**src/logic/palette_lut.sv**
```systemverilog
`timescale 1ns/1ps

module palette_lut (
	input  logic        clk_sys,
	input  logic        reset,
	input  logic        palette_pal_i,
	input  logic [3:0]  rgbl_i,
	output logic [23:0] color_o
);

	// Calibrated NTSC levels indexed by {R, G, B, luma}
	localparam logic [23:0] NTSC_LUT [16] = '{
		24'h000000, 24'h676767, 24'h1a37be, 24'h5c80f6,
		24'h006d07, 24'h56c469, 24'h2aaabe, 24'h77e6eb,
		24'h790000, 24'hc75151, 24'h94309f, 24'hdc84e8,
		24'h77670b, 24'hc6b86a, 24'hcecece, 24'hffffff
	};

	// Plain RGB levels for the PAL machines
	localparam logic [23:0] PAL_LUT [16] = '{
		24'h000000, 24'h494949, 24'h0000b6, 24'h4949ff,
		24'h00b601, 24'h49ff49, 24'h00b6c9, 24'h49ffff,
		24'hb60000, 24'hff4949, 24'hb600b6, 24'hff49ff,
		24'hb6b600, 24'hffff49, 24'hb6b6b6, 24'hffffff
	};

	always_ff @(posedge clk_sys or posedge reset) begin
		if (reset) begin
			color_o <= '0;
		end else if (palette_pal_i) begin
			color_o <= PAL_LUT[rgbl_i];
		end else begin
			color_o <= NTSC_LUT[rgbl_i];
		end
	end

endmodule

```
**config.mk**
```make
export PLATFORM = sky130hd
export DESIGN_NAME = palette_lut
export DESIGN_NICKNAME = d
export VERILOG_FILES = /design/src/logic/palette_lut.sv
export SDC_FILE = /design/constraint.sdc
export NUM_CORES = 1
export LEC_CHECK = 0
export BUFFER_PORTS_ARGS = -buffer_cell sky130_fd_sc_hd__buf_4
export CAP_MARGIN = 25
export CELL_PAD_IN_SITES_DETAIL_PLACEMENT = 0
export CELL_PAD_IN_SITES_GLOBAL_PLACEMENT = 1
export CORE_AREA = 2 2 63 65
export DETAILED_ROUTE_END_ITERATION = 6
export DIE_AREA = 0 0 65 67
export HOLD_SLACK_MARGIN = 0.15
export PLACE_DENSITY_LB_ADDON = 0.2
export SETUP_SLACK_MARGIN = 0.3
export SYNTH_ARGS = -nofsm -noshare
export SYNTH_HDL_FRONTEND = slang
export SYNTH_SLANG_ARGS = --single-unit
```
**constraint.sdc**
```tcl
create_clock -name clk_sys -period 0.9 [get_ports clk_sys]
set_clock_uncertainty 0.1 [all_clocks]
set_input_delay 0.09 -clock clk_sys [delete_from_list [all_inputs] [get_ports clk_sys]]
set_output_delay 0.09 -clock clk_sys [all_outputs]
set_load 0.03 [all_outputs]
```
==> results.md, run 1 <==
- Synth Warn #: 0
- Register area: 628.1 µm²
- Fin area: 2531 µm²
- EDFF count, synth: 0
- Row cnt: 22
- Worst VDD drop: 606.5 µV
- Setup TNS: -3974 ps
- Pre-antenna DRT Iters: 4
- Final WL: 4371 µm
- Biggest regs: color_o (24)
- HPWL Detailed: 2961 µm
- DP Area: 2019 µm²
- Clk root buf: clkbuf_8
- Worst Setup Slack, final: -194.8 ps
- Initial Utilization: 39.42%
- Unrepaired setup endpoints after global routing: true
- Antenna violations before repair: 0
- First-pass GRT wire length: 6789 µm
- Failing checks: negative hold slack, negative setup slack
- Worst slew pin tran: 529.6 ps
- Syn_nets: 163
- TritonCTS Buffers: 3
- Worst endpoint required time: 980 ps
- Post-DR wirelength/cell: 16.62 µm
- Cell variety after synth: 40
- Slew Limit Fails: 0
- Vias per cell: 5.490
- Final #Nets: 231
- Status: complete, but fails checks
- GRT Total Usage: 20.55%
- Largest Register: color_o
- Part of the cycle the worst path needs: 121.6%
- Gp weighted congestion: 0.8788
- FMAX: 0.9134 GHz
- Crit. End Element: flop
- Dominant synthesized flop cell: dfrtp_1
- Crit path arrival time: 1170 ps
- Number of max-cap violations: 0
- H-tree Lvls: 1
- Asr flop ratio synth: 100.0%
- Core area: 3606 µm²
- DIE AREA: 4355 µm²
- Max reg flops: 24
- Finish-stage setup viols: 41
- Critical Path Source Type: primary input
- HP Class: primary input to asynchronous set/reset pin
- Hold_ws: -248.9 ps
- Share of layout cells above drive strength 1: 67.44%
- Grt ovf: 0
- Largest net degree at the start of global routing: 25
- Die Y: 67 µm
- I/O pin cnt: 31
- Fin. Hold Viols: 24
- Die Width: 65 µm
- #FFs+latches synth: 24
- Seq/Total Area, Yosys: 42.25%
- Clk slew on worst S/H paths: 90 ps
- Pwr Density: 1365 nW/µm²
- Clk sink count: 24
- Final core utilization: 70.19%
- Mean Syn Cell Area: 9.604 µm²
- Critical path origin: rgbl_i[1]
- Vias: 1444
- DRC viols: 0
- CTS tree: yes
- DR iter-0 viols: 116
- Diodes inserted: 0
- Number of global-route vias before repair: 1390
- Rel. slew slack: 64.62%
- I/O Buffers: 30
- Layout area overhead: 78.08%
- Clock Tree Buf Depth: 2
- Min Tclk post-route: 1095 ps
- Detail Route Antenna Nets: 0
- Finished Layout Cells: 263
- Multi-input combinational cell area: 1001 µm²
- Setup CP Type: primary input to flop
- Cells after Synth: 148
- Post-Syn Area: 1421 µm²
- Leakage: 1.031 nW
- DP Cell Count: 246
- Filler cells: 257
- Worst-path maximum fanout: 5
## critical path, stage by stage
cell and delay, ps:
buf_8 100, clkinvlp_4 120, buf_6 120, ha_4 160, buf_6 100, o21ai_2 40, a221o_1 340, o211ai_1 100
## metrics by stage
stage	setup WS (ps)	hold slack, ps	power (mW)
3_3_place_gp	-448.1	48.47	2.209
2_1_floorplan	-254.7	-132.8	1.856
6_report	-194.8	-248.9	3.455
5_1_grt	-233.8	-210.4	3.564
4_1_cts	-146.7	-228.8	3.346
3_5_place_dp	-505.6	62.33	2.224
## power breakdown
part | internal [mW] | switching, mW | leakage, nW | total [mW]
Combinational | 0.585 | 0.658 | 0.737 | 1.24
Clock | 0.595 | 0.376 | 0.0357 | 0.971
Sequential | 1.19 | 0.0479 | 0.258 | 1.24
Total | 2.37 | 1.08 | 1.03 | 3.45
## path summary, 6_finish.rpt
check / to / slack, ps / depth (start not counted)
setup / recovery: color_o[2] / -190 / 8
hold / removal: color_o[12] / -250 / 2
max in group asynchronous: color_o[17] / 610 / 2
min in group clk_sys: color_o[3] / 80 / 3
## cells by family (layout without fill, tap and decap cells)
group | after synthesis | in the layout | synth area share [%]
simple gates | 42 | 42 | 16.29
fa+ha+maj | 8 | 8 | 7.043
compound gates | 52 | 52 | 25.09
flops | 24 | 24 | 42.25
mux | 2 | 2 | 1.409
buf+inv | 19 | 86 | 7.306
xor+xnor | 1 | 1 | 0.6163
## placed cells by master (no fill, tap or decap), types with 2 or more instances in the layout
| cell type | netlist | layout |
|---|---|---|
| o221ai_1 | 3 | 3 |
| nor3_1 | 5 | 4 |
| nand2b_1 | 5 | 5 |
| buf_6 | 1 | 37 |
| o22a_1 | 2 | 2 |
| buf_4 | 5 | 35 |
| nor2_4 | 0 | 2 |
| o21a_1 | 2 | 2 |
| o21ai_2 | 0 | 3 |
| nor2b_2 | 0 | 2 |
| inv_1 | 7 | 3 |
| a21oi_1 | 12 | 7 |
| clkinvlp_4 | 0 | 2 |
| nor2_1 | 7 | 5 |
| dfrtp_1 | 24 | 2 |
| o31ai_1 | 4 | 2 |
| a211oi_2 | 0 | 3 |
| dfrtp_2 | 0 | 22 |
| nand3b_1 | 2 | 2 |
| o21ai_1 | 2 | 5 |
| buf_8 | 0 | 2 |
| nand2_1 | 8 | 7 |
| clkbuf_8 | 0 | 3 |
| o31ai_2 | 0 | 2 |
| and2b_1 | 2 | 2 |
| o211ai_1 | 3 | 3 |
| nor2b_4 | 0 | 2 |
| a21oi_2 | 0 | 5 |
| ha_4 | 0 | 7 |
| nor2b_1 | 7 | 3 |
## Yosys cell counts (all sizes together), types with 2 or more instances
master,instances,share of area (%)
dfrtp,24,42
a21oi,12,4.2
buf,11,5.2
o21ai,9,3.2
ha,8,7.0
nand2,8,2.1
inv,7,1.8
nor2,7,1.8
nor2b,7,3.1
nand2b,5,2.2
nor3,5,1.8
a211oi,4,2.1
o31ai,4,2.1
a31oi,3,1.3
o211ai,3,1.6
o221ai,3,1.8
a2111oi,2,1.2
a21boi,2,1.1
and2b,2,1.1
mux2i,2,1.4
nand3b,2,1.1
o21a,2,1.1
o22a,2,1.2
## area by class of cell
class / count / area share (%)
clock buffer: 3 / 1.631
multi-input combinational: 105 / 39.55
clock inverter: 1 / 1.186
timing repair buffer: 75 / 28.82
tap: 48 / 2.373
inverter: 7 / 1.631
sequential: 24 / 24.81
## per-layer routing
metal / share of wire, % / up-vias / GRT usage (%)
met3: 4.6 / 8 / 1.858
met5: 0 / - / 0
met1: 40 / 709 / 25.29
met4: 2.1 / 0 / 9.574
met2: 53 / 54 / 36.21
li1: - / 673 / -
## repair_timing
action | CTS | global route
setup endpoints to repair | 47 | 47
resized for setup | 52 | 30
pin swaps | 21 | 12
setup buffers | 8 | 5
hold endpoints to repair | 30 | 27
No activity file was read; power rests on OpenSTA's default activity.
==> run 2, diff against run 1 <==
- CELL_PAD_IN_SITES_DETAIL_PLACEMENT: 0 -> 1
==> run 2 against run 1 <==
Against the previous run:
- die area is the same
- global-route usage grew 4.7 points
- largest cell class unchanged
- via count grew 5.8%
- routed wire length grew 54%
- worst hold slack lost 8.6 ps
- the flow still finishes with violations (negative hold slack, negative setup slack)
- first-iteration DRC count shrank 38%
- critical path type unchanged
- critical path depth shrank 1
- clock power grew 5%
- count of clock-buffer cells in the layout is the same
==> results.md, run 2 (synthesized netlist as in run 1, its figures left out) <==
- Largest net degree at the start of global routing: 25 (unchanged)
- Die Width: 65 µm (unchanged)
- Finished Layout Cells: 262 (-0.38%)
- Largest Register: color_o
- GRT met3 Usage: 2.196% (+0.34 points)
- TritonCTS Buffers: 3 (unchanged)
- Gp weighted congestion: 0.8788 (unchanged)
- Core area: 3606 µm² (unchanged)
- Number of global-route vias before repair: 1587 (+14%)
- DP Area: 2019 µm² (unchanged)
- Register area: 628.1 µm² (unchanged)
- Crit. End Element: flop
- Fin area: 2581 µm² (+2.0%)
- Rel. slew slack: 62.36% (-2.3 points)
- CTS tree: yes
- Detail Route Antenna Nets: 0 (unchanged)
- Row cnt: 22 (unchanged)
- Hold_ws: -257.5 ps (-8.596 ps)
- DP Cell Count: 246 (unchanged)
- Biggest regs: color_o (24)
- Finish-stage setup viols: 43 (+4.9%)
- First-pass GRT wire length: 8266 µm (+22%)
- HPWL Detailed: 3421 µm (+16%)
- H-tree Lvls: 1 (unchanged)
- Failing checks: negative hold slack, negative setup slack
- Pwr Density: 1405 nW/µm² (+2.9%)
- Worst endpoint required time: 970 ps (about the same)
- Grt peak-use layer: met2
- Vias per cell: 5.832 (+6.2%)
- Setup CP Type: primary input to flop
- DRC viols: 0 (unchanged)
- Number of max-cap violations: 0 (unchanged)
- Antenna violations before repair: 0 (unchanged)
- Clk slew on worst S/H paths: 100 ps (about the same)
- Clk root buf: clkbuf_8
- Final #Nets: 230 (-0.43%)
- Worst slew pin tran: 563.4 ps (+33.73 ps)
- Min Tclk post-route: 1080 ps (-14.38 ps)
- Crit path arrival time: 1150 ps (-20 ps)
- Clock Tree Buf Depth: 2 (unchanged)
- Vias: 1528 (+5.8%)
- Multi-input combinational cell area: 1061 µm² (+6.0%)
- Met1 usage: 31.27% (+6.0 points)
- Worst-path maximum fanout: 7 (+2)
- Status: complete, but fails checks
- Unrepaired setup endpoints after global routing: true
- Most frequent cells in the layout: buf_6 (37), buf_4 (34), dfrtp_2 (22), nand2_1 (8), ha_4 (8)
- DR iter-0 viols: 72 (-38%)
- Post-DR wirelength/cell: 25.70 µm (+55%)
- Clk sink count: 24 (unchanged)
- Final WL: 6734 µm (+54%)
- Pre-antenna DRT Iters: 4 (unchanged)
- Max reg flops: 24 (unchanged)
- M2 GR Usage: 44.59% (+8.4 points)
- Setup TNS: -5205 ps (-1231 ps)
- I/O Buffers: 30 (unchanged)
- Part of the cycle the worst path needs: 120.1% (-1.6 points)
- Leakage: 1.042 nW (+1.1%)
- Worst VDD drop: 865.4 µV (+43%)
- Filler cells: 350 (+36%)
- HP Class: primary input to asynchronous set/reset pin
- FMAX: 0.9255 GHz (+1.3%)
- Layout area overhead: 81.60%
- DIE AREA: 4355 µm² (unchanged)
- Share of layout cells above drive strength 1: 68.69% (+1.2 points)
- Diodes inserted: 0 (unchanged)
- Commonest non-fill, non-tap cell in the layout: buf_6
- Initial Utilization: 39.42% (unchanged)
- Worst Setup Slack, final: -180.5 ps (+14.38 ps)
- Critical Path Source Type: primary input
- I/O pin cnt: 31 (unchanged)
- Slew Limit Fails: 0 (unchanged)
- Grt ovf: 0 (unchanged)
- GRT Total Usage: 25.28% (+4.7 points)
- Die Y: 67 µm (unchanged)
- Fin. Hold Viols: 24 (unchanged)
## run 2: power breakdown
part | total [mW] | switching [mW] | leakage, nW | internal, mW
sequential | 1.25 | 0.0596 | 0.258 | 1.19
clock | 1.02 | 0.426 | 0.0357 | 0.597
combinational | 1.35 | 0.754 | 0.748 | 0.597
## run 2: repair_timing
item,4_1_cts,5_1_grt
gates cloned,0,0
pin swaps,11,15
setup buffers,4,8
endpoints found under the setup margin,47,47
endpoints found under the hold margin,30,26
gates resized for setup,51,37
## run 2: worst max-delay path, stage by stage
cell	delay, ps
buf_8	100
buf_4	130
buf_8	130
ha_4	200
nor2b_1	170
o211ai_1	230
o21ai_1	100
## run 2: metal layers
layer	vias up	share of wire, %
met1	796	41
met2	54	53
li1	665	-
met5	-	0
met3	13	3.7
met4	0	2.1
## run 2: final timing paths
| check | startpoint | to | slack [ps] |
|---|---|---|---|
| worst max-delay path | rgbl_i[1] | color_o[13] | -180 |
| max in group asynchronous | reset | color_o[23] | 590 |
| worst min-delay path | reset | color_o[12] | -260 |
| min in group clk_sys | rgbl_i[0] | color_o[22] | 120 |
## run 2: stage by stage
stage | utilization [%] | power, mW | setup WS (ps)
detailed placement | 56.00 | 2.242 | -509.2
global route | 71.58 | 3.708 | -239.3
finish | 71.58 | 3.626 | -180.5
CTS | 64.54 | 3.348 | -134.5
global placement | 56.00 | 2.209 | -448.1
floorplan | - | 1.856 | -254.7
## run 2: cell type report
class | count | share of cell area (%)
clock buffers | 3 | 1.600
clock inverters | 1 | 1.163
inverters | 7 | 1.697
multi-input cells | 105 | 41.11
flip-flops and latches | 24 | 24.33
well taps | 48 | 2.327
repair buffers | 74 | 27.78
