## src/logic/vp_pkg.sv

```systemverilog
package vp_pkg;

	////////////////////////////////////////////////////////////////////////////
	// Clock enable dividers

	localparam int DIV_CNT_W = 4;

	typedef logic [DIV_CNT_W-1:0] div_cnt_t;

	localparam div_cnt_t CPU_DIV_NTSC = div_cnt_t'(8);  // 42.95 MHz / 8
	localparam div_cnt_t CPU_DIV_PAL  = div_cnt_t'(12); // 70.94 MHz / 12
	localparam div_cnt_t VDC_DIV_NTSC = div_cnt_t'(6);
	localparam div_cnt_t VDC_DIV_PAL  = div_cnt_t'(10);

	////////////////////////////////////////////////////////////////////////////
	// Cartridge memory

	localparam int CART_AW = 12; // Console side address
	localparam int ROM_AW  = 14; // 16 KiB
	localparam int DL_AW   = 14;
	localparam int SIZE_W  = 16;

	typedef logic [SIZE_W-1:0] cart_size_t;

	localparam cart_size_t SIZE_4K  = cart_size_t'(4096);
	localparam cart_size_t SIZE_8K  = cart_size_t'(8192);
	localparam cart_size_t SIZE_16K = cart_size_t'(16384);

	typedef enum logic [1:0] {
		LOAD_CART     = 2'd0,
		LOAD_CART_ALT = 2'd1,
		LOAD_XROM     = 2'd2,
		LOAD_FONT     = 2'd3 // Not stored in the cartridge ROM
	} load_index_e;

	typedef enum logic [2:0] {
		MAP_2K,
		MAP_4K,
		MAP_8K,
		MAP_16K,
		MAP_XROM
	} cart_map_e;

	////////////////////////////////////////////////////////////////////////////
	// Joystick word from the host

	localparam int NUMPAD_W = 10;

	typedef struct packed {
		logic [NUMPAD_W-1:0] numpad; // Keys 1 to 9, then 0
		logic                reset;
		logic                action;
		logic                up;
		logic                down;
		logic                left;
		logic                right;  // Bit 0
	} joy_t;

endpackage

```

## src/logic/input_mapper.sv

```systemverilog
`timescale 1ns/1ps

module input_mapper (
	input  logic         clk_sys,
	input  logic         reset,
	input  logic [10:0]  ps2_key_i,
	input  vp_pkg::joy_t joystick_0_i,
	input  vp_pkg::joy_t joystick_1_i,
	input  logic         joy_swap_i,
	output logic         key_valid_o,
	output logic [7:0]   key_ascii_o,
	output logic         key_released_o,
	output logic [1:0]   joy_up_n_o,
	output logic [1:0]   joy_down_n_o,
	output logic [1:0]   joy_left_n_o,
	output logic [1:0]   joy_right_n_o,
	output logic [1:0]   joy_action_n_o,
	output logic         joy_reset_n_o
);

	vp_pkg::joy_t                pad_a;
	vp_pkg::joy_t                pad_b;
	logic [vp_pkg::NUMPAD_W-1:0] numpad;
	logic [vp_pkg::NUMPAD_W-1:0] numpad_q;
	logic                        ps2_toggle_q;
	logic                        ps2_event;
	logic                        pad_event;
	logic                        ps2_released;
	logic                        pad_released;
	logic [7:0]                  ps2_xlat;
	logic [7:0]                  ps2_ascii;
	logic [7:0]                  pad_xlat;
	logic [7:0]                  pad_ascii;

	assign numpad = joystick_0_i.numpad | joystick_1_i.numpad;

	////////////////////////////////////////////////////////////////////////////
	// Scancode to ASCII with the extended bit ignored

	always_comb begin
		case (ps2_key_i[7:0])
			8'h16: ps2_xlat = "1";
			8'h1e: ps2_xlat = "2";
			8'h26: ps2_xlat = "3";
			8'h25: ps2_xlat = "4";
			8'h2e: ps2_xlat = "5";
			8'h36: ps2_xlat = "6";
			8'h3d: ps2_xlat = "7";
			8'h3e: ps2_xlat = "8";
			8'h46: ps2_xlat = "9";
			8'h45: ps2_xlat = "0";
			8'h1c: ps2_xlat = "a";
			8'h32: ps2_xlat = "b";
			8'h21: ps2_xlat = "c";
			8'h23: ps2_xlat = "d";
			8'h24: ps2_xlat = "e";
			8'h2b: ps2_xlat = "f";
			8'h34: ps2_xlat = "g";
			8'h33: ps2_xlat = "h";
			8'h43: ps2_xlat = "i";
			8'h3b: ps2_xlat = "j";
			8'h42: ps2_xlat = "k";
			8'h4b: ps2_xlat = "l";
			8'h3a: ps2_xlat = "m";
			8'h31: ps2_xlat = "n";
			8'h44: ps2_xlat = "o";
			8'h4d: ps2_xlat = "p";
			8'h15: ps2_xlat = "q";
			8'h2d: ps2_xlat = "r";
			8'h1b: ps2_xlat = "s";
			8'h2c: ps2_xlat = "t";
			8'h3c: ps2_xlat = "u";
			8'h2a: ps2_xlat = "v";
			8'h1d: ps2_xlat = "w";
			8'h22: ps2_xlat = "x";
			8'h35: ps2_xlat = "y";
			8'h1a: ps2_xlat = "z";
			8'h29: ps2_xlat = " ";
			8'h79: ps2_xlat = "+";
			8'h7b: ps2_xlat = "-";
			8'h7c: ps2_xlat = "*";
			8'h4a: ps2_xlat = "/";
			8'h55: ps2_xlat = "=";
			8'h1f: ps2_xlat = 8'h11; // Left GUI is "yes"
			8'h27: ps2_xlat = 8'h12; // Right GUI is "no"
			8'h5a: ps2_xlat = 8'd10; // Enter
			8'h66: ps2_xlat = 8'd8;  // Backspace
			default: ps2_xlat = 8'h00;
		endcase
	end

	// Lowest numpad bit wins
	always_comb begin
		pad_xlat = 8'h00;
		for (int i = vp_pkg::NUMPAD_W - 1; i >= 0; i--) begin
			if (numpad[i])
				pad_xlat = (i == vp_pkg::NUMPAD_W - 1) ? "0" : 8'("1" + i);
		end
	end

	always_ff @(posedge clk_sys or posedge reset) begin
		if (reset) begin
			ps2_toggle_q <= 1'b0;
			numpad_q     <= '0;
			ps2_event    <= 1'b0;
			pad_event    <= 1'b0;
		end else begin
			ps2_toggle_q <= ps2_key_i[10];
			numpad_q     <= numpad;
			ps2_event    <= (ps2_key_i[10] != ps2_toggle_q);
			pad_event    <= (numpad != numpad_q);
		end
	end

	always_ff @(posedge clk_sys) begin
		ps2_released <= ~ps2_key_i[9];
		pad_released <= ~|numpad;
		if (ps2_key_i[10] != ps2_toggle_q)
			ps2_ascii <= ps2_xlat;
		if (|numpad)
			pad_ascii <= pad_xlat; // Last key stays after release
	end

	assign key_valid_o    = ps2_event | pad_event;
	assign key_ascii_o    = ps2_event ? ps2_ascii : pad_ascii;
	assign key_released_o = ps2_released & pad_released;

	////////////////////////////////////////////////////////////////////////////
	// Joystick lines go low when pressed

	assign pad_a = joy_swap_i ? joystick_1_i : joystick_0_i;
	assign pad_b = joy_swap_i ? joystick_0_i : joystick_1_i;

	assign joy_up_n_o     = ~{pad_a.up, pad_b.up};
	assign joy_down_n_o   = ~{pad_a.down, pad_b.down};
	assign joy_left_n_o   = ~{pad_a.left, pad_b.left};
	assign joy_right_n_o  = ~{pad_a.right, pad_b.right};
	assign joy_action_n_o = ~{pad_a.action, pad_b.action};
	assign joy_reset_n_o  = ~(pad_a.reset & pad_b.reset); // Needs both pads

endmodule

```

## config.mk

```make
export PLATFORM = sky130hd
export DESIGN_NAME = input_mapper
export DESIGN_NICKNAME = d
export VERILOG_FILES = /design/src/logic/vp_pkg.sv /design/src/logic/input_mapper.sv
export SDC_FILE = /design/constraint.sdc
export NUM_CORES = 1
export LEC_CHECK = 0
export BUFFER_PORTS_ARGS = -buffer_cell sky130_fd_sc_hd__buf_2
export CORE_MARGIN = 3
export CORE_UTILIZATION = 25
export CTS_BUF_LIST = sky130_fd_sc_hd__clkbuf_8
export CTS_CLUSTER_DIAMETER = 40
export CTS_CLUSTER_SIZE = 14
export DETAILED_ROUTE_END_ITERATION = 10
export SLEW_MARGIN = 25
export SYNTH_ARGS = -nofsm -noshare
export SYNTH_HDL_FRONTEND = slang
export SYNTH_SLANG_ARGS = --single-unit
```

## constraint.sdc

```tcl
create_clock -name clk_sys -period 1.34 [get_ports clk_sys]
set_input_delay 0.067 -clock clk_sys [delete_from_list [all_inputs] [get_ports clk_sys]]
set_output_delay 0.067 -clock clk_sys [all_outputs]
set_load 0.01 [all_outputs]
```

==> metrics.md <==
| Metric | Value |
|---|---|
| Slowest Stage Delay on Critical Path | `0.45 ns` |
| Root buf cell | `clkbuf_8` |
| Crit path cell chain | `mux2_2, buf_2` |
| Fill cells | `843` |
| Final ANT Viol Nets | `0` |
| Buf/Inv on CP | `1` |
| TritonCTS clock tree | `done` |
| CP Class | `register to output pin` |
| Final hold violations | `0` |
| Worst path required time | `1.27 ns` |
| Die width | `99.6 um` |
| Net count, final | `401` |
| Commonest non-fill, non-tap cells in the layout | `buf_2 (63), buf_4 (48), nor2_1 (22), inv_1 (18), mux2i_1 (15)` |
| Num CTS Buffers | `3` |
| Met3 Use GR | `0.00982` |
| I/O pin cnt | `67` |
| Worst slew pin tran | `0.511 ns` |
| CTS sink count | `27` |
| Compound-Gate Fraction of Synth Area | `0.216` |
| Syn avg cell area | `8.87 um2` |
| DR pass1 iterations | `4` |
| Final setup vio count | `0` |
| R2r setup slk | `0.23 ns` |
| Tmin final | `1.28 ns` |
| Seq cells post-synth | `27` |
| Iter 0 DRT Violations | `197` |
| Critical Path Source Type | `register` |
| Clock Path Buffers | `2` |
| R2r worst-path depth | `3` |
| Largest net degree at the start of global routing | `24` |
| Synth top area cells | `edfxtp_1 (16%), dfrtp_1 (15%), mux2i_1 (6.9%), nor2_1 (3.8%), ha_1 (3.4%)` |
| DR WL/cell | `13.8 um` |
| Syn-to-layout area delta | `37.9%` |
| Residual DRC count | `0` |
| Slowest-stage cell, CP | `dfrtp_2` |
| Antenna violations before repair | `0` |
| Max Freq | `0.779 GHz` |
| DP Cell Count | `446` |
| Mapped Cells | `247` |
| All-layer global routing usage | `0.122` |
| Core Footprint | `8380 um2` |
| Max_slew headroom | `0.659` |
| Final Max Slew Viols | `0` |
| CP Max Fanout | `9` |
| Initial Util | `0.261` |
| Main combinational cell family by area after synthesis | `compound AO/OA/AOI/OAI gates` |
| Gr busiest metal | `met2` |
| PwrDens | `691 nW/um2` |
| Hold EP | `numpad_q[9]` |
| Area occupied by multi-input gates | `1310 um2` |
| Met2 Track Usage GR | `0.207` |
| Syn_nets | `299` |
| Crit path arrival time | `1.22 ns` |
| Final wirelength | `6.25 mm` |
| Leading cell type in the layout, fill and taps excluded | `buf_2` |
| Inserted Diodes | `0` |
| FFs w/ async S/R, synth | `0.481` |
| Clock transition at path regs | `0.09 ns` |
| Tightest Hold Check Type | `input port to register` |
| Multiplexer area fraction after synthesis | `0.0891` |
| Ys Warns | `0` |
| EDFF count, synth | `12` |
| DP Area | `2940 um2` |
| FF-to-FF End | `pad_event` |
| Primary flip-flop cell chosen by synthesis mapping | `dfrtp_1` |
| Worst vdd ir | `0.382 mV` |
| Total gr overflow | `0` |
| Crit-path leading delay family | `flip-flops` |
| Core Rows | `33` |
| Vias in the first global route | `2105` |
| H-tree lvl count | `1` |
| Worst hold margin | `0.0509 ns` |
| Post-CTS setup buffer count | `0` |
| Chip height | `99.6 um` |
| Post-Synth Adder-Cell Area | `0.0343` |
| Mapped cell area | `2190 um2` |
| Gpl congestion | `0.916` |
| Fin cells | `453` |
| Skew-Pair Late Insertion Delay | `0.26 ns` |
| Via Count | `2252` |
| RSZ-0062 raised after global routing | `no` |
| WHS Path Cells | `2` |
| Storage cell area | `727 um2` |
| Synth Area in Simple Gates | `0.191` |
| Global-route wire length before repair | `10.0 mm` |
| Run status | `finished, final reports clean` |
| DR vias/cell | `4.97` |
| Fin crit share | `0.958` |
| Share of cells above drive strength 1 | `0.388` |
| Global-route met1 utilization | `0.166` |
| Max Cap Viol | `0` |
| Leading area contributor after synthesis | `edfxtp_1` |
| Die ar. | `9920 um2` |
| Hold_sp | `joystick_0_i[15]` |
| XOR/XNOR Fraction of Synth Area | `0.0480` |
| Post-route cell area | `3020 um2` |
| DP HPWL | `5.05 mm` |
| Post-synth top area share | `0.164` |
| Library cells used by synthesis | `60` |
| Critical Path Stages | `2` |
| CP Capture Type | `output pin` |
| Port bufs | `64` |
| Clock Skew | `0.00305 ns` |
| Seq/Total Area, Yosys | `0.331` |
| Reg-to-reg startpoint | `numpad_q[9]` |
| Lkg Pwr | `1.35 nW` |
cells by family (layout without fill, tap and decap cells):
family                   after synthesis  count (layout)
AO/OA/AOI/OAI                         66              66
XOR/XNOR                              12              12
adder cells (fa/ha/maj)                6               6
buffers and inverters                 38             139
flip-flops                            27              27
multiplexers                          19              19
other                                  1               1
AND/OR/NAND/NOR                       78              78
sequential cells by signal (all words and copies together), names as in the netlist:
register and flops:
ps2_toggle_q 1, pad_event 1, ps2_released 1, ps2_ascii 7
pad_released 1, numpad_q 10, ps2_event 1, pad_ascii 5
where the power goes:
group | leakage (nW) | switching (mW) | internal, mW
Clock | 0.0269 | 0.235 | 0.205
Combinational | 1.04 | 0.365 | 0.348
Sequential | 0.277 | 0.0225 | 0.913
cells in the mapped netlist, types with 3 or more instances:
cell type / number
buf_4: 5
nand2_1: 11
nor2_1: 22
buf_2: 3
buf_6: 4
edfxtp_1: 12
xor2_1: 4
o211ai_1: 4
inv_1: 19
ha_1: 6
and2_1: 7
a311oi_1: 5
o31ai_1: 4
xnor2_1: 8
mux2_2: 4
o21ai_0: 11
a31oi_1: 6
a21oi_1: 10
dfrtp_1: 13
mux2i_1: 15
nor4_1: 3
clkbuf_1: 6
nor2b_1: 9
nor3_1: 4
a211oi_1: 4
nand3_1: 3
nand2b_1: 4
layout make-up:
cell class | count | area share
Inverter | 20 | 0.0273
Clock buffer | 3 | 0.0137
Multi-Input combinational cell | 182 | 0.434
Tap cell | 105 | 0.0435
Timing Repair Buffer | 115 | 0.240
Sequential cell | 27 | 0.241
Clock inverter | 1 | 0.00124
layer usage:
metal	vias up	part of all wire
met5	-	0
met4	0	0.012
met3	6	0.059
met2	90	0.50
met1	1054	0.43
li1	1102	-
metrics by stage:
step / TNS, ns / worst slack [ns] / power (mW) / utilization
after floorplan: 0 / 0.00478 / 1.35 / -
after global placement: -2.49 / -0.273 / 1.65 / 0.350
after detailed placement: -2.55 / -0.293 / 1.65 / 0.350
after CTS: 0 / 0.0171 / 2.09 / 0.360
after global routing: 0 / 0.000260 / 2.19 / 0.361
final: 0 / 0.0556 / 2.09 / 0.361
repair_timing:
item / in CTS / in global routing
endpoints found under the setup margin: 5 / 5
pin swaps: 0 / 0
resized for setup: 3 / 4
hold endpoints to repair: 15 / 0
hold buffers: 3 / 0
how the worst max path moves through the flow:
stage	from	endpoint	slack, ns
after detailed placement	ps2_key_i[1]	ps2_ascii[6]	-0.29
after CTS	ps2_key_i[0]	ps2_ascii[6]	0.02
after floorplan	ps2_key_i[2]	ps2_ascii[2]	0.005
after global routing	ps2_key_i[0]	ps2_ascii[6]	0.0003
final	ps2_event	key_ascii_o[2]	0.06
after global placement	ps2_key_i[0]	ps2_ascii[2]	-0.27
Note: power is estimated with default switching activity, not from simulation.
