[config.mk]
export PLATFORM = sky130hd
export DESIGN_NAME = clock_enable_gen
export DESIGN_NICKNAME = d
export VERILOG_FILES = /design/src/logic/vp_pkg.sv /design/src/logic/clock_enable_gen.sv
export SDC_FILE = /design/constraint.sdc
export NUM_CORES = 1
export LEC_CHECK = 0
export BUFFER_PORTS_ARGS = -buffer_cell sky130_fd_sc_hd__buf_4
export CORE_AREA = 2 2 39 41
export DETAILED_ROUTE_END_ITERATION = 10
export DIE_AREA = 0 0 41 43
export PLACE_DENSITY = 0.61
export SLEW_MARGIN = 10
export SYNTH_ARGS = -nofsm -noshare
export SYNTH_HDL_FRONTEND = slang
export SYNTH_SLANG_ARGS = --single-unit
[constraint.sdc]
create_clock -name clk_sys -period 1.8 [get_ports clk_sys]
set_clock_uncertainty 0.15 [all_clocks]
set_input_delay 0.18 -clock clk_sys [delete_from_list [all_inputs] [get_ports clk_sys]]
set_output_delay 0.18 -clock clk_sys [all_outputs]
set_load 0.05 [all_outputs]
[src/logic/vp_pkg.sv]
package vp_pkg;

	////////////////////////////////////////////////////////////////////////////
	// Clock enable dividers

	localparam int DIV_CNT_W = 4;

	typedef logic [DIV_CNT_W-1:0] div_cnt_t;

	localparam div_cnt_t CPU_DIV_NTSC = div_cnt_t'(8);  // 42.95 MHz / 8
	localparam div_cnt_t CPU_DIV_PAL  = div_cnt_t'(12); // 70.94 MHz / 12
	localparam div_cnt_t VDC_DIV_NTSC = div_cnt_t'(6);
	localparam div_cnt_t VDC_DIV_PAL  = div_cnt_t'(10);

	////////////////////////////////////////////////////////////////////////////
	// Cartridge memory

	localparam int CART_AW = 12; // Console side address
	localparam int ROM_AW  = 14; // 16 KiB
	localparam int DL_AW   = 14;
	localparam int SIZE_W  = 16;

	typedef logic [SIZE_W-1:0] cart_size_t;

	localparam cart_size_t SIZE_4K  = cart_size_t'(4096);
	localparam cart_size_t SIZE_8K  = cart_size_t'(8192);
	localparam cart_size_t SIZE_16K = cart_size_t'(16384);

	typedef enum logic [1:0] {
		LOAD_CART     = 2'd0,
		LOAD_CART_ALT = 2'd1,
		LOAD_XROM     = 2'd2,
		LOAD_FONT     = 2'd3 // Not stored in the cartridge ROM
	} load_index_e;

	typedef enum logic [2:0] {
		MAP_2K,
		MAP_4K,
		MAP_8K,
		MAP_16K,
		MAP_XROM
	} cart_map_e;

	////////////////////////////////////////////////////////////////////////////
	// Joystick word from the host

	localparam int NUMPAD_W = 10;

	typedef struct packed {
		logic [NUMPAD_W-1:0] numpad; // Keys 1 to 9, then 0
		logic                reset;
		logic                action;
		logic                up;
		logic                down;
		logic                left;
		logic                right;  // Bit 0
	} joy_t;

endpackage

[src/logic/clock_enable_gen.sv]
`timescale 1ns/1ps

module clock_enable_gen (
	input  logic clk_sys,
	input  logic reset,
	input  logic pal_i,
	output logic cpu_en_o,
	output logic vdc_en_o
);

	vp_pkg::div_cnt_t cpu_cnt;
	vp_pkg::div_cnt_t vdc_cnt;
	vp_pkg::div_cnt_t cpu_last;
	vp_pkg::div_cnt_t vdc_last;

	// Terminal counts for the selected standard
	assign cpu_last = (pal_i ? vp_pkg::CPU_DIV_PAL : vp_pkg::CPU_DIV_NTSC)
		- vp_pkg::div_cnt_t'(1);
	assign vdc_last = (pal_i ? vp_pkg::VDC_DIV_PAL : vp_pkg::VDC_DIV_NTSC)
		- vp_pkg::div_cnt_t'(1);

	always_ff @(posedge clk_sys or posedge reset) begin
		if (reset) begin
			cpu_cnt  <= '0;
			vdc_cnt  <= '0;
			cpu_en_o <= 1'b0;
			vdc_en_o <= 1'b0;
		end else begin
			// >= so a PAL to NTSC switch cannot strand the counter
			if (cpu_cnt >= cpu_last) begin
				cpu_cnt  <= '0;
				cpu_en_o <= 1'b1;
			end else begin
				cpu_cnt  <= cpu_cnt + vp_pkg::div_cnt_t'(1);
				cpu_en_o <= 1'b0;
			end

			if (vdc_cnt >= vdc_last) begin
				vdc_cnt  <= '0;
				vdc_en_o <= 1'b1; // Also the pixel enable
			end else begin
				vdc_cnt  <= vdc_cnt + vp_pkg::div_cnt_t'(1);
				vdc_en_o <= 1'b0;
			end
		end
	end

endmodule

==> results of run 1 <==
## area by class of cell
| cell class | instances | area, um^2 |
|---|---|---|
| fillers | 137 | 795 |
| repair buffers | 5 | 40.0 |
| multi-input cells | 28 | 238 |
| flip-flops and latches | 10 | 250 |
| inverters | 5 | 18.8 |
| well taps | 16 | 20.0 |
| clock buffers | 3 | 22.5 |
## state kept, by name, summed over array words and instances (netlist names)
signal / flops
cpu_cnt: 4
cpu_en_o: 1
vdc_cnt: 4
vdc_en_o: 1
## power breakdown
group	internal (mW)	switching, mW	leakage, nW
Combinational	0.208	0.249	0.183
Sequential	0.327	0.0712	0.127
Clock	0.0770	0.0710	0.0138
## how the worst max path moves through the flow
stage	end	slack, ns	depth (start not counted)
detailed placement	vdc_cnt[0]	0.32	4
global placement	vdc_cnt[0]	0.33	4
floorplan	vdc_cnt[0]	0.42	4
CTS	vdc_cnt[0]	0.30	4
finish	vdc_cnt[0]	0.29	4
global route	vdc_cnt[0]	0.26	4
## per-layer routing
metal	routed length [um]	up-vias	track usage
li1	-	160	-
met1	340	163	0.153
met2	342	3	0.138
met3	21	2	0.0314
met4	12	0	0.100
met5	0	-	0
## per-stage QoR
stage | total power, mW | hold slack [ns]
after floorplan | 0.759 | -0.130
after global placement | 0.858 | 0.0325
after detailed placement | 0.866 | 0.0327
after CTS | 1.02 | 0.289
after global routing | 1.09 | 0.315
final | 1.00 | 0.294
## worst reg2reg max path, cell delays in order (launching register included)
cell and delay [ns]:
sky130_fd_sc_hd__dfrtp_1 0.42, sky130_fd_sc_hd__ha_1 0.21, sky130_fd_sc_hd__nand2b_4 0.13, sky130_fd_sc_hd__a21o_1 0.22, sky130_fd_sc_hd__a211oi_1 0.27
## cell usage in the layout, fill, tap and decap left out, drive strengths merged, types with 3 or more instances in the layout
master / count
a21o: 4
clkbuf: 3
dfrtp: 10
buf: 4
nor2: 4
a211oi: 3
ha: 8
inv: 5
## cell families (layout without fill, tap and decap cells)
group                      Yosys count  in the layout  synth area share
and+or+nand+nor                      8              8            0.0889
AOI/OAI and AO/OA                    8              8             0.114
xor gates and xnor gates             4              4            0.0691
adders and majority gates            8              8             0.198
DFF                                 10             10             0.494
buffers and inverters                5             13            0.0370
## repair_timing
item | CTS | global route
setup buffers | 0 | 0
resized for setup | 0 | 0
hold endpoints to repair | 10 | 0
hold buffers | 1 | 0
setup endpoints to repair | 0 | 0
==> flow_summary_export.csv, run 1 <==
group,metric,value,unit
place,placed_area,557,um^2
grt,total_gr_overflow,0,
drt,remaining_drc_errors,0,
floorplanning,floorplan.die.width,41,um
synth,synth.avg_cell_area,11.8,um^2
timing,final-max-slew-violation-count,0,
grt,first_global_vias,313,
floorplanning,rows,14,
drt,postRouteWirelength,716,um
timing,min_period,1.51,ns
drt,postRouteAntennaNets,0,
clock_network,root_buffer,"sky130_fd_sc_hd__clkbuf_4",
place,port_buffers,4,
worst_setup_path,slowest_stage_delay_cp,0.42,ns
worst_setup_path,crit_start,"vdc_cnt[0]",
synth,synth_cell_types,12,
run,max_cap_viol_count,0,
place,finalWeightedCongestion,0.828,
final_layout,antenna_cells,0,
floorplanning,fp.dieArea,1760,um^2
timing,max_clock_freq,664,MHz
clock_network,clk_pin_slew_worst_paths,0.06,ns
worst_setup_path,setup.reg_to_reg.worst_slack,0.29,ns
clock_network,cts_tree,"yes",
place,placed_cells_incl_taps,63,
worst_setup_path,worst-setup-path-type,"reg2reg",
floorplanning,start_util,0.366,
status,run_status,"completed",
floorplanning,core_area,1380,um^2
pwr,ir_drop,0.746,mV
timing,finalHoldViolations,0,
worst_setup_path,critical_path.reg2reg.endpoint,"vdc_cnt[0]",
drt,dr.pass1.iters,1,
clock_network,clock_sinks,10,
worst_setup_path,timing.critical_path.slowest_stage_cell,"sky130_fd_sc_hd__dfrtp_1",
synth,ys_seq_area_frac,0.494,
synth,synth_top_area_frac,0.494,
floorplanning,io_pins,5,
drt,avgViaCountPerCell,4.90,
worst_setup_path,cp-start-kind,"register",
grt,grt_pass1_wl,1260,um
worst_setup_path,path_cells,"ha_1, nand2b_4, a21o_1, a211oi_1",
synth,synth.ff_latch_count,10,
pwr,leakage,0.323,nW
synth,ys.warnings.count,0,
synth,synth.area.top_cells,"sky130_fd_sc_hd__dfrtp_1 49%, sky130_fd_sc_hd__ha_1 20%, sky130_fd_sc_hd__a21o_1 5.9%, sky130_fd_sc_hd__a211oi_1 4.4%, sky130_fd_sc_hd__inv_1 3.7%",
timing,worstMarginPinSlew,0.363,ns
grt,grt_start_max_net_pins,11,
clock_network,tritoncts.num_buffers,3,
drt,wl_per_cell,10.7,um
final_layout,num-nets-final,64,
worst_setup_path,regToRegStartpoint,"vdc_cnt[0]",
synth,synth_largest_area_cell,"sky130_fd_sc_hd__dfrtp_1",
worst_setup_path,worst-endpoint-required,1.81,ns
pwr,powerDensity,1700,nW/um^2
synth,post_synth_arst_share,1.00,
clock_network,cts_buffer_depth,2,
worst_setup_path,ff2ff_path_depth,4,
synth,synth_common_cells,"10 x sky130_fd_sc_hd__dfrtp_1, 8 x sky130_fd_sc_hd__ha_1, 5 x sky130_fd_sc_hd__inv_1",
timing,fin_tns_setup,0,ns
final_layout,final_instance_area,589,um^2
worst_setup_path,path_delay_family,"compound AO/OA/AOI/OAI gates",
synth,synth-main-ff-cell,"sky130_fd_sc_hd__dfrtp_1",
worst_setup_path,critical_path_buf_inv_count,0,
drt,drt_first_iter_violations,0,
final_layout,layout_cell_share_with_drive_strength_beyond_1,0.157,
final_layout,area_growth_syn_to_layout,16.3,%
place,post-dp-hpwl,571,um
clock_network,clock_latency_at_the_later_pin_of_the_worst_skew_pair,0.26,ns
synth,postSynthNetCount,54,
grt,grt_antenna_before_repair,0,
synth,synthesis.instances,43,
timing,relative_max_transition_margin,0.758,
timing,rsz0062_at_grt,"no",
worst_setup_path,critical_path_end_type,"register",
hold_path,worst_hold_path_type,"in2async",
synth,synthMostInstantiatedCell,"sky130_fd_sc_hd__dfrtp_1",
grt,groute.usage.overall,0.112,
drt,routed-via-count,328,
synth,synth_area,507,um^2
floorplanning,dieHeight,43,um
place,worst_setup_slack_after_placement,0.323,ns
worst_setup_path,path_max_fanout,5,
worst_setup_path,critPathArrivalTime,1.52,ns
final_layout,instances_no_fill,67,
clock_network,cts-htree-levels,1,
timing,final-setup-viol-count,0,
timing,period_share,0.836,
timing,final_critical_path_setup_slack,0.295,ns
final_layout,final_core_util,0.426,
synth,number_of_enable_flip_flop_cells_after_synthesis,0,
Power figures use the tool's default switching activity.
==> run 2, diff against run 1 <==
- clock period: 1.8 -> 1.42 ns (I/O delays scaled with it)
==> run 2 against run 1 <==
Net effect: register-to-register slack worse by 0.27 ns; highest routed layer unchanged; power up 48%; die area unchanged; global-route usage up 1.1 points; combinational power up 66%; hold slack worse by 0.082 ns; final area up 12%; critical path type unchanged; clock power up 69%; routed wire length up 14%; cell count up 7.5%.
==> flow_summary_export.csv, run 2 (synthesis gave the netlist of run 1 again) <==
group,metric,value,unit
status,run_status,"completed",
clock_network,cts_tree,"yes",
place,port_buffers,4,
timing,relative_max_transition_margin,0.753,
floorplanning,io_pins,5,
timing,max_clock_freq,719,MHz
worst_setup_path,critical_path_end_type,"register",
final_layout,antenna_cells,0,
final_layout,most_frequent_cells_in_the_layout,"10 x sky130_fd_sc_hd__dfrtp_1, 8 x sky130_fd_sc_hd__buf_4, 7 x sky130_fd_sc_hd__ha_1, 5 x sky130_fd_sc_hd__inv_1, 4 x sky130_fd_sc_hd__nor2_1",
pwr,powerDensity,2260,nW/um^2
clock_network,cts_buffer_depth,2,
timing,period_share,0.979,
place,placed_cells_incl_taps,67,
final_layout,final_instance_area,658,um^2
place,finalWeightedCongestion,0.690,
hold_path,worst_hold_path_type,"in2reg",
floorplanning,dieHeight,43,um
final_layout,layout.cells.most_common,"sky130_fd_sc_hd__dfrtp_1",
drt,postRouteWirelength,813,um
worst_setup_path,critPathArrivalTime,1.39,ns
final_layout,num-nets-final,68,
worst_setup_path,cp-start-kind,"register",
grt,groute.usage.overall,0.124,
drt,wl_per_cell,11.3,um
floorplanning,fp.dieArea,1760,um^2
clock_network,clock_sinks,10,
drt,remaining_drc_errors,0,
grt,grt_antenna_before_repair,0,
grt,grt_pass1_wl,1440,um
grt,first_global_vias,380,
grt,grt_start_max_net_pins,11,
final_layout,area_growth_syn_to_layout,29.9,%
final_layout,layout_cell_share_with_drive_strength_beyond_1,0.321,
clock_network,clk_pin_slew_worst_paths,0.07,ns
timing,final-setup-viol-count,0,
clock_network,root_buffer,"sky130_fd_sc_hd__clkbuf_4",
drt,dr.pass1.iters,2,
floorplanning,rows,14,
clock_network,tritoncts.num_buffers,3,
floorplanning,start_util,0.366,
clock_network,cts-htree-levels,1,
pwr,leakage,0.351,nW
worst_setup_path,worst-endpoint-required,1.42,ns
drt,routed-via-count,336,
floorplanning,floorplan.die.width,41,um
worst_setup_path,worst-setup-path-type,"reg2reg",
timing,min_period,1.39,ns
timing,final-max-slew-violation-count,0,
place,placed_area,587,um^2
final_layout,largest_registers_in_the_final_layout,"cpu_cnt x4, vdc_cnt x4",
drt,drt_first_iter_violations,3,
timing,finalHoldViolations,0,
floorplanning,core_area,1380,um^2
drt,postRouteAntennaNets,0,
place,post-dp-hpwl,595,um
final_layout,instances_no_fill,72,
grt,total_gr_overflow,0,
run,max_cap_viol_count,0,
worst_setup_path,path_max_fanout,5,
timing,worstMarginPinSlew,0.369,ns
clock_network,clock_latency_at_the_later_pin_of_the_worst_skew_pair,0.26,ns
pwr,ir_drop,0.965,mV
drt,avgViaCountPerCell,4.67,
clock_network,cts.repair_timing.setup_buffer_count,0,
[run 2: cell count changes in the layout (fill, tap and decap cells not counted), sizes merged]
cell and change:
buf +4, clkbuf +1
[run 2: timing repair]
item,in CTS,in global routing
gates resized for setup,0,5
pin swaps,0,5
hold buffers,1,0
gates cloned,0,0
endpoints found under the setup margin,3,6
endpoints found under the hold margin,10,0
[run 2: path summary, 6_finish.rpt]
| check | start | to | slack (ns) | cells after the start |
|---|---|---|---|---|
| setup / recovery | vdc_cnt[0] | vdc_en_o | 0.03 | 4 |
| min in group asynchronous | reset | cpu_cnt[3] | 0.26 | 3 |
| max in group asynchronous | reset | cpu_cnt[0] | 0.59 | 3 |
| hold reg to reg | cpu_cnt[0] | cpu_cnt[0] | 0.31 | 1 |
| setup reg to reg | vdc_cnt[0] | vdc_en_o | 0.03 | 4 |
| hold / removal | pal_i | vdc_cnt[0] | 0.21 | 4 |
[run 2: through the flow]
stage          hold slack (ns)  worst slack [ns]   util  power [mW]  setup TNS (ns)
2_1_floorplan           -0.168            0.0448      -       0.962               0
3_3_place_gp          -0.00592            0.0104  0.424        1.16               0
3_5_place_dp          -0.00670          -0.00408  0.424        1.17        -0.00408
4_1_cts                  0.257           -0.0137  0.458        1.44         -0.0217
5_1_grt                  0.241          -0.00281  0.476        1.63        -0.00370
6_report                 0.212            0.0294  0.476        1.49               0
[run 2: power by group]
group          total [mW]  switching, mW  internal, mW
logic               0.759          0.388         0.371
clock network       0.250         0.0941         0.155
registers           0.481         0.0671         0.414
[run 2: worst max-delay path: stages, from the launching register on]
cell                       delay (ns)
sky130_fd_sc_hd__dfrtp_1         0.40
sky130_fd_sc_hd__ha_1            0.20
sky130_fd_sc_hd__nand2b_4        0.14
sky130_fd_sc_hd__a21o_4          0.22
sky130_fd_sc_hd__a21o_1          0.18
[run 2: area by class of cell]
class                      instances  area, um^2
fill                             141         726
timing repair buffer               9        70.1
tap                               16        20.0
multi-input combinational         28         263
clock buffer                       4        36.3
sequential                        10         250
inverter                           5        18.8
[run 2: layer usage]
layer	part of all wire	vias up	wire length (um)	GRT usage
li1	-	169	-	-
met4	0.0074	0	6	0.100
met3	0.020	2	16	0.0157
met1	0.46	162	373	0.153
met2	0.51	3	416	0.181
met5	0	-	0	0
==> run 3, diff against run 2 <==
- PLACE_DENSITY: 0.61 -> not set
- PLACE_DENSITY_LB_ADDON: not set -> 0.2
==> run 3 against run 2 <==
Net effect: combinational power grew 10%; largest power group unchanged; core utilization rose by 2.4 points; highest routed layer unchanged; fmax increased by 1.2%; routed wire length rose by 6.9%; global-route usage increased by 1.4 points.
==> flow_summary_export.csv, run 3 (synthesis gave the netlist of run 1 again) <==
group,metric,value,unit
floorplanning,start_util,0.366,
pwr,powerDensity,2270,nW/um^2
floorplanning,fp.dieArea,1760,um^2
final_layout,area_growth_syn_to_layout,36.3,%
worst_setup_path,critical_path_end_type,"register",
final_layout,num-nets-final,71,
drt,postRouteWirelength,869,um
final_layout,antenna_cells,0,
floorplanning,rows,14,
worst_setup_path,worst-setup-path-type,"reg2reg",
timing,final-max-slew-violation-count,0,
timing,worstMarginPinSlew,0.383,ns
floorplanning,io_pins,5,
clock_network,clk_pin_slew_worst_paths,0.06,ns
pwr,power.internal,1.00,mW
clock_network,root_buffer,"sky130_fd_sc_hd__clkbuf_4",
clock_network,clock_sinks,10,
worst_setup_path,regToRegStartpoint,"vdc_cnt[0]",
floorplanning,dieHeight,43,um
drt,wl_per_cell,11.6,um
pwr,ir_drop,0.874,mV
worst_setup_path,critPathArrivalTime,1.37,ns
floorplanning,floorplan.die.width,41,um
pwr,leakage,0.362,nW
pwr,comb_power_share,0.534,
final_layout,most_frequent_cells_in_the_layout,"11 x sky130_fd_sc_hd__buf_4, 10 x sky130_fd_sc_hd__dfrtp_1, 5 x sky130_fd_sc_hd__ha_1, 4 x sky130_fd_sc_hd__inv_1, 4 x sky130_fd_sc_hd__nor2_1",
grt,first_global_vias,387,
hold_path,hp-start,"pal_i",
pwr,power_switching_share,0.363,
clock_network,cts_tree,"yes",
worst_setup_path,setup.reg_to_reg.worst_slack,0.05,ns
drt,dr.pass1.iters,4,
drt,met3RoutedLength,13,um
run,max_cap_viol_count,0,
place,port_buffers,4,
timing,min_period,1.37,ns
drt,routed-via-count,354,
place,post-dp-hpwl,652,um
floorplanning,core_area,1380,um^2
grt,grt_pass1_wl,1610,um
clock_network,cts-htree-levels,1,
drt,postRouteAntennaNets,0,
timing,max_clock_freq,727,MHz
clock_network,tritoncts.num_buffers,3,
clock_network,clock_latency_at_the_later_pin_of_the_worst_skew_pair,0.25,ns
grt,total_gr_overflow,0,
timing,finalHoldViolations,0,
grt,grt_antenna_before_repair,0,
pwr,seq_power_share,0.313,
worst_setup_path,path_max_fanout,5,
grt,groute.usage.overall,0.138,
worst_setup_path,worst-endpoint-required,1.41,ns
place,finalWeightedCongestion,0.669,
worst_setup_path,crit_start,"vdc_cnt[0]",
hold_path,hold_path_depth,4,
timing,hold_ws,0.224,ns
drt,highest-signal-layer,"met4",
status,run_status,"completed",
final_layout,layout.cells.most_common,"sky130_fd_sc_hd__buf_4",
pwr,p_clk_frac,0.153,
drt,remaining_drc_errors,0,
final_layout,layout_cell_share_with_drive_strength_beyond_1,0.424,
worst_setup_path,critical_path.reg2reg.endpoint,"vdc_en_o",
worst_setup_path,ff2ff_path_depth,4,
worst_setup_path,capturing_element_of_the_worst_setup_path,"vdc_en_o",
worst_setup_path,cp-start-kind,"register",
grt,grt_start_max_net_pins,11,
drt,drt_first_iter_violations,7,
hold_path,worst_hold_path_type,"in2reg",
drt,wl_met2,553,um
pwr,totalPowerFinal,1.57,mW
timing,period_share,0.968,
pwr,net-switching-power,0.570,mW
drt,drt-met1-wl,296,um
final_layout,largest_registers_in_the_final_layout,"cpu_cnt x4, vdc_cnt x4",
timing,final-setup-viol-count,0,
timing,relative_max_transition_margin,0.744,
drt,avgViaCountPerCell,4.72,
timing,rsz0062_at_grt,"yes",
clock_network,cts_buffer_depth,2,
run 3: changes by cell type in the layout (fill, tap and decap cells not counted):
cell / previous run / this run
sky130_fd_sc_hd__ha_1: 7 / 5
sky130_fd_sc_hd__inv_1: 5 / 4
sky130_fd_sc_hd__inv_2: 0 / 1
sky130_fd_sc_hd__nand3_2: 0 / 1
sky130_fd_sc_hd__nand3_1: 2 / 1
sky130_fd_sc_hd__buf_4: 8 / 11
sky130_fd_sc_hd__ha_2: 1 / 3
run 3: worst min-delay path by stage:
stage	to
6_report	vdc_cnt[2]
5_1_grt	vdc_cnt[2]
4_1_cts	vdc_cnt[2]
3_5_place_dp	cpu_cnt[1]
3_3_place_gp	cpu_en_o
2_1_floorplan	cpu_cnt[0]
run 3: worst max-delay path, cell delays in order, from the launching register on:
cell	delay [ns]
sky130_fd_sc_hd__dfrtp_1	0.41
sky130_fd_sc_hd__ha_2	0.18
sky130_fd_sc_hd__nand2b_4	0.13
sky130_fd_sc_hd__a21o_4	0.22
sky130_fd_sc_hd__a21o_1	0.18
run 3: cell type report:
class | count | area, um^2
tap | 16 | 20.0
fill | 139 | 693
inverter | 5 | 18.8
clock buffer | 4 | 36.3
multi-input combinational | 28 | 273
timing repair buffer | 12 | 92.6
sequential | 10 | 250
run 3: timing repair:
item | CTS | global route
hold endpoints to repair | 10 | 0
endpoints found under the setup margin | 3 | 8
pin swaps | 0 | 6
resized for setup | 4 | 5
hold buffers | 1 | 0
buffers inserted | 2 | 1
run 3: metal layers:
layer / vias up / global-route usage
li1: 180 / -
met1: 171 / 0.147
met3: 2 / 0.0314
met2: 1 / 0.241
met5: - / 0
met4: 0 / 0.0600
run 3: power by group through the flow:
| stage | logic (mW) | registers (mW) | clock network, mW |
|---|---|---|---|
| 2_1_floorplan | 0.387 | 0.575 | 0 |
| 3_3_place_gp | 0.665 | 0.488 | 0 |
| 3_5_place_dp | 0.685 | 0.496 | 0 |
| 4_1_cts | 0.800 | 0.489 | 0.251 |
| 5_1_grt | 0.942 | 0.510 | 0.270 |
| 6_report | 0.838 | 0.492 | 0.241 |
run 3: metrics by stage:
stage	cells	cell area (um^2)	util	setup TNS [ns]	setup slack [ns]
6_report	75	691	0.499	0	0.0453
5_1_grt	75	691	0.499	-0.0895	-0.0326
4_1_cts	74	671	0.485	0	0.00621
3_5_place_dp	67	587	0.424	-0.0422	-0.0289
3_3_place_gp	67	587	0.424	-0.0320	-0.0185
2_1_floorplan	43	507	-	0	0.0448
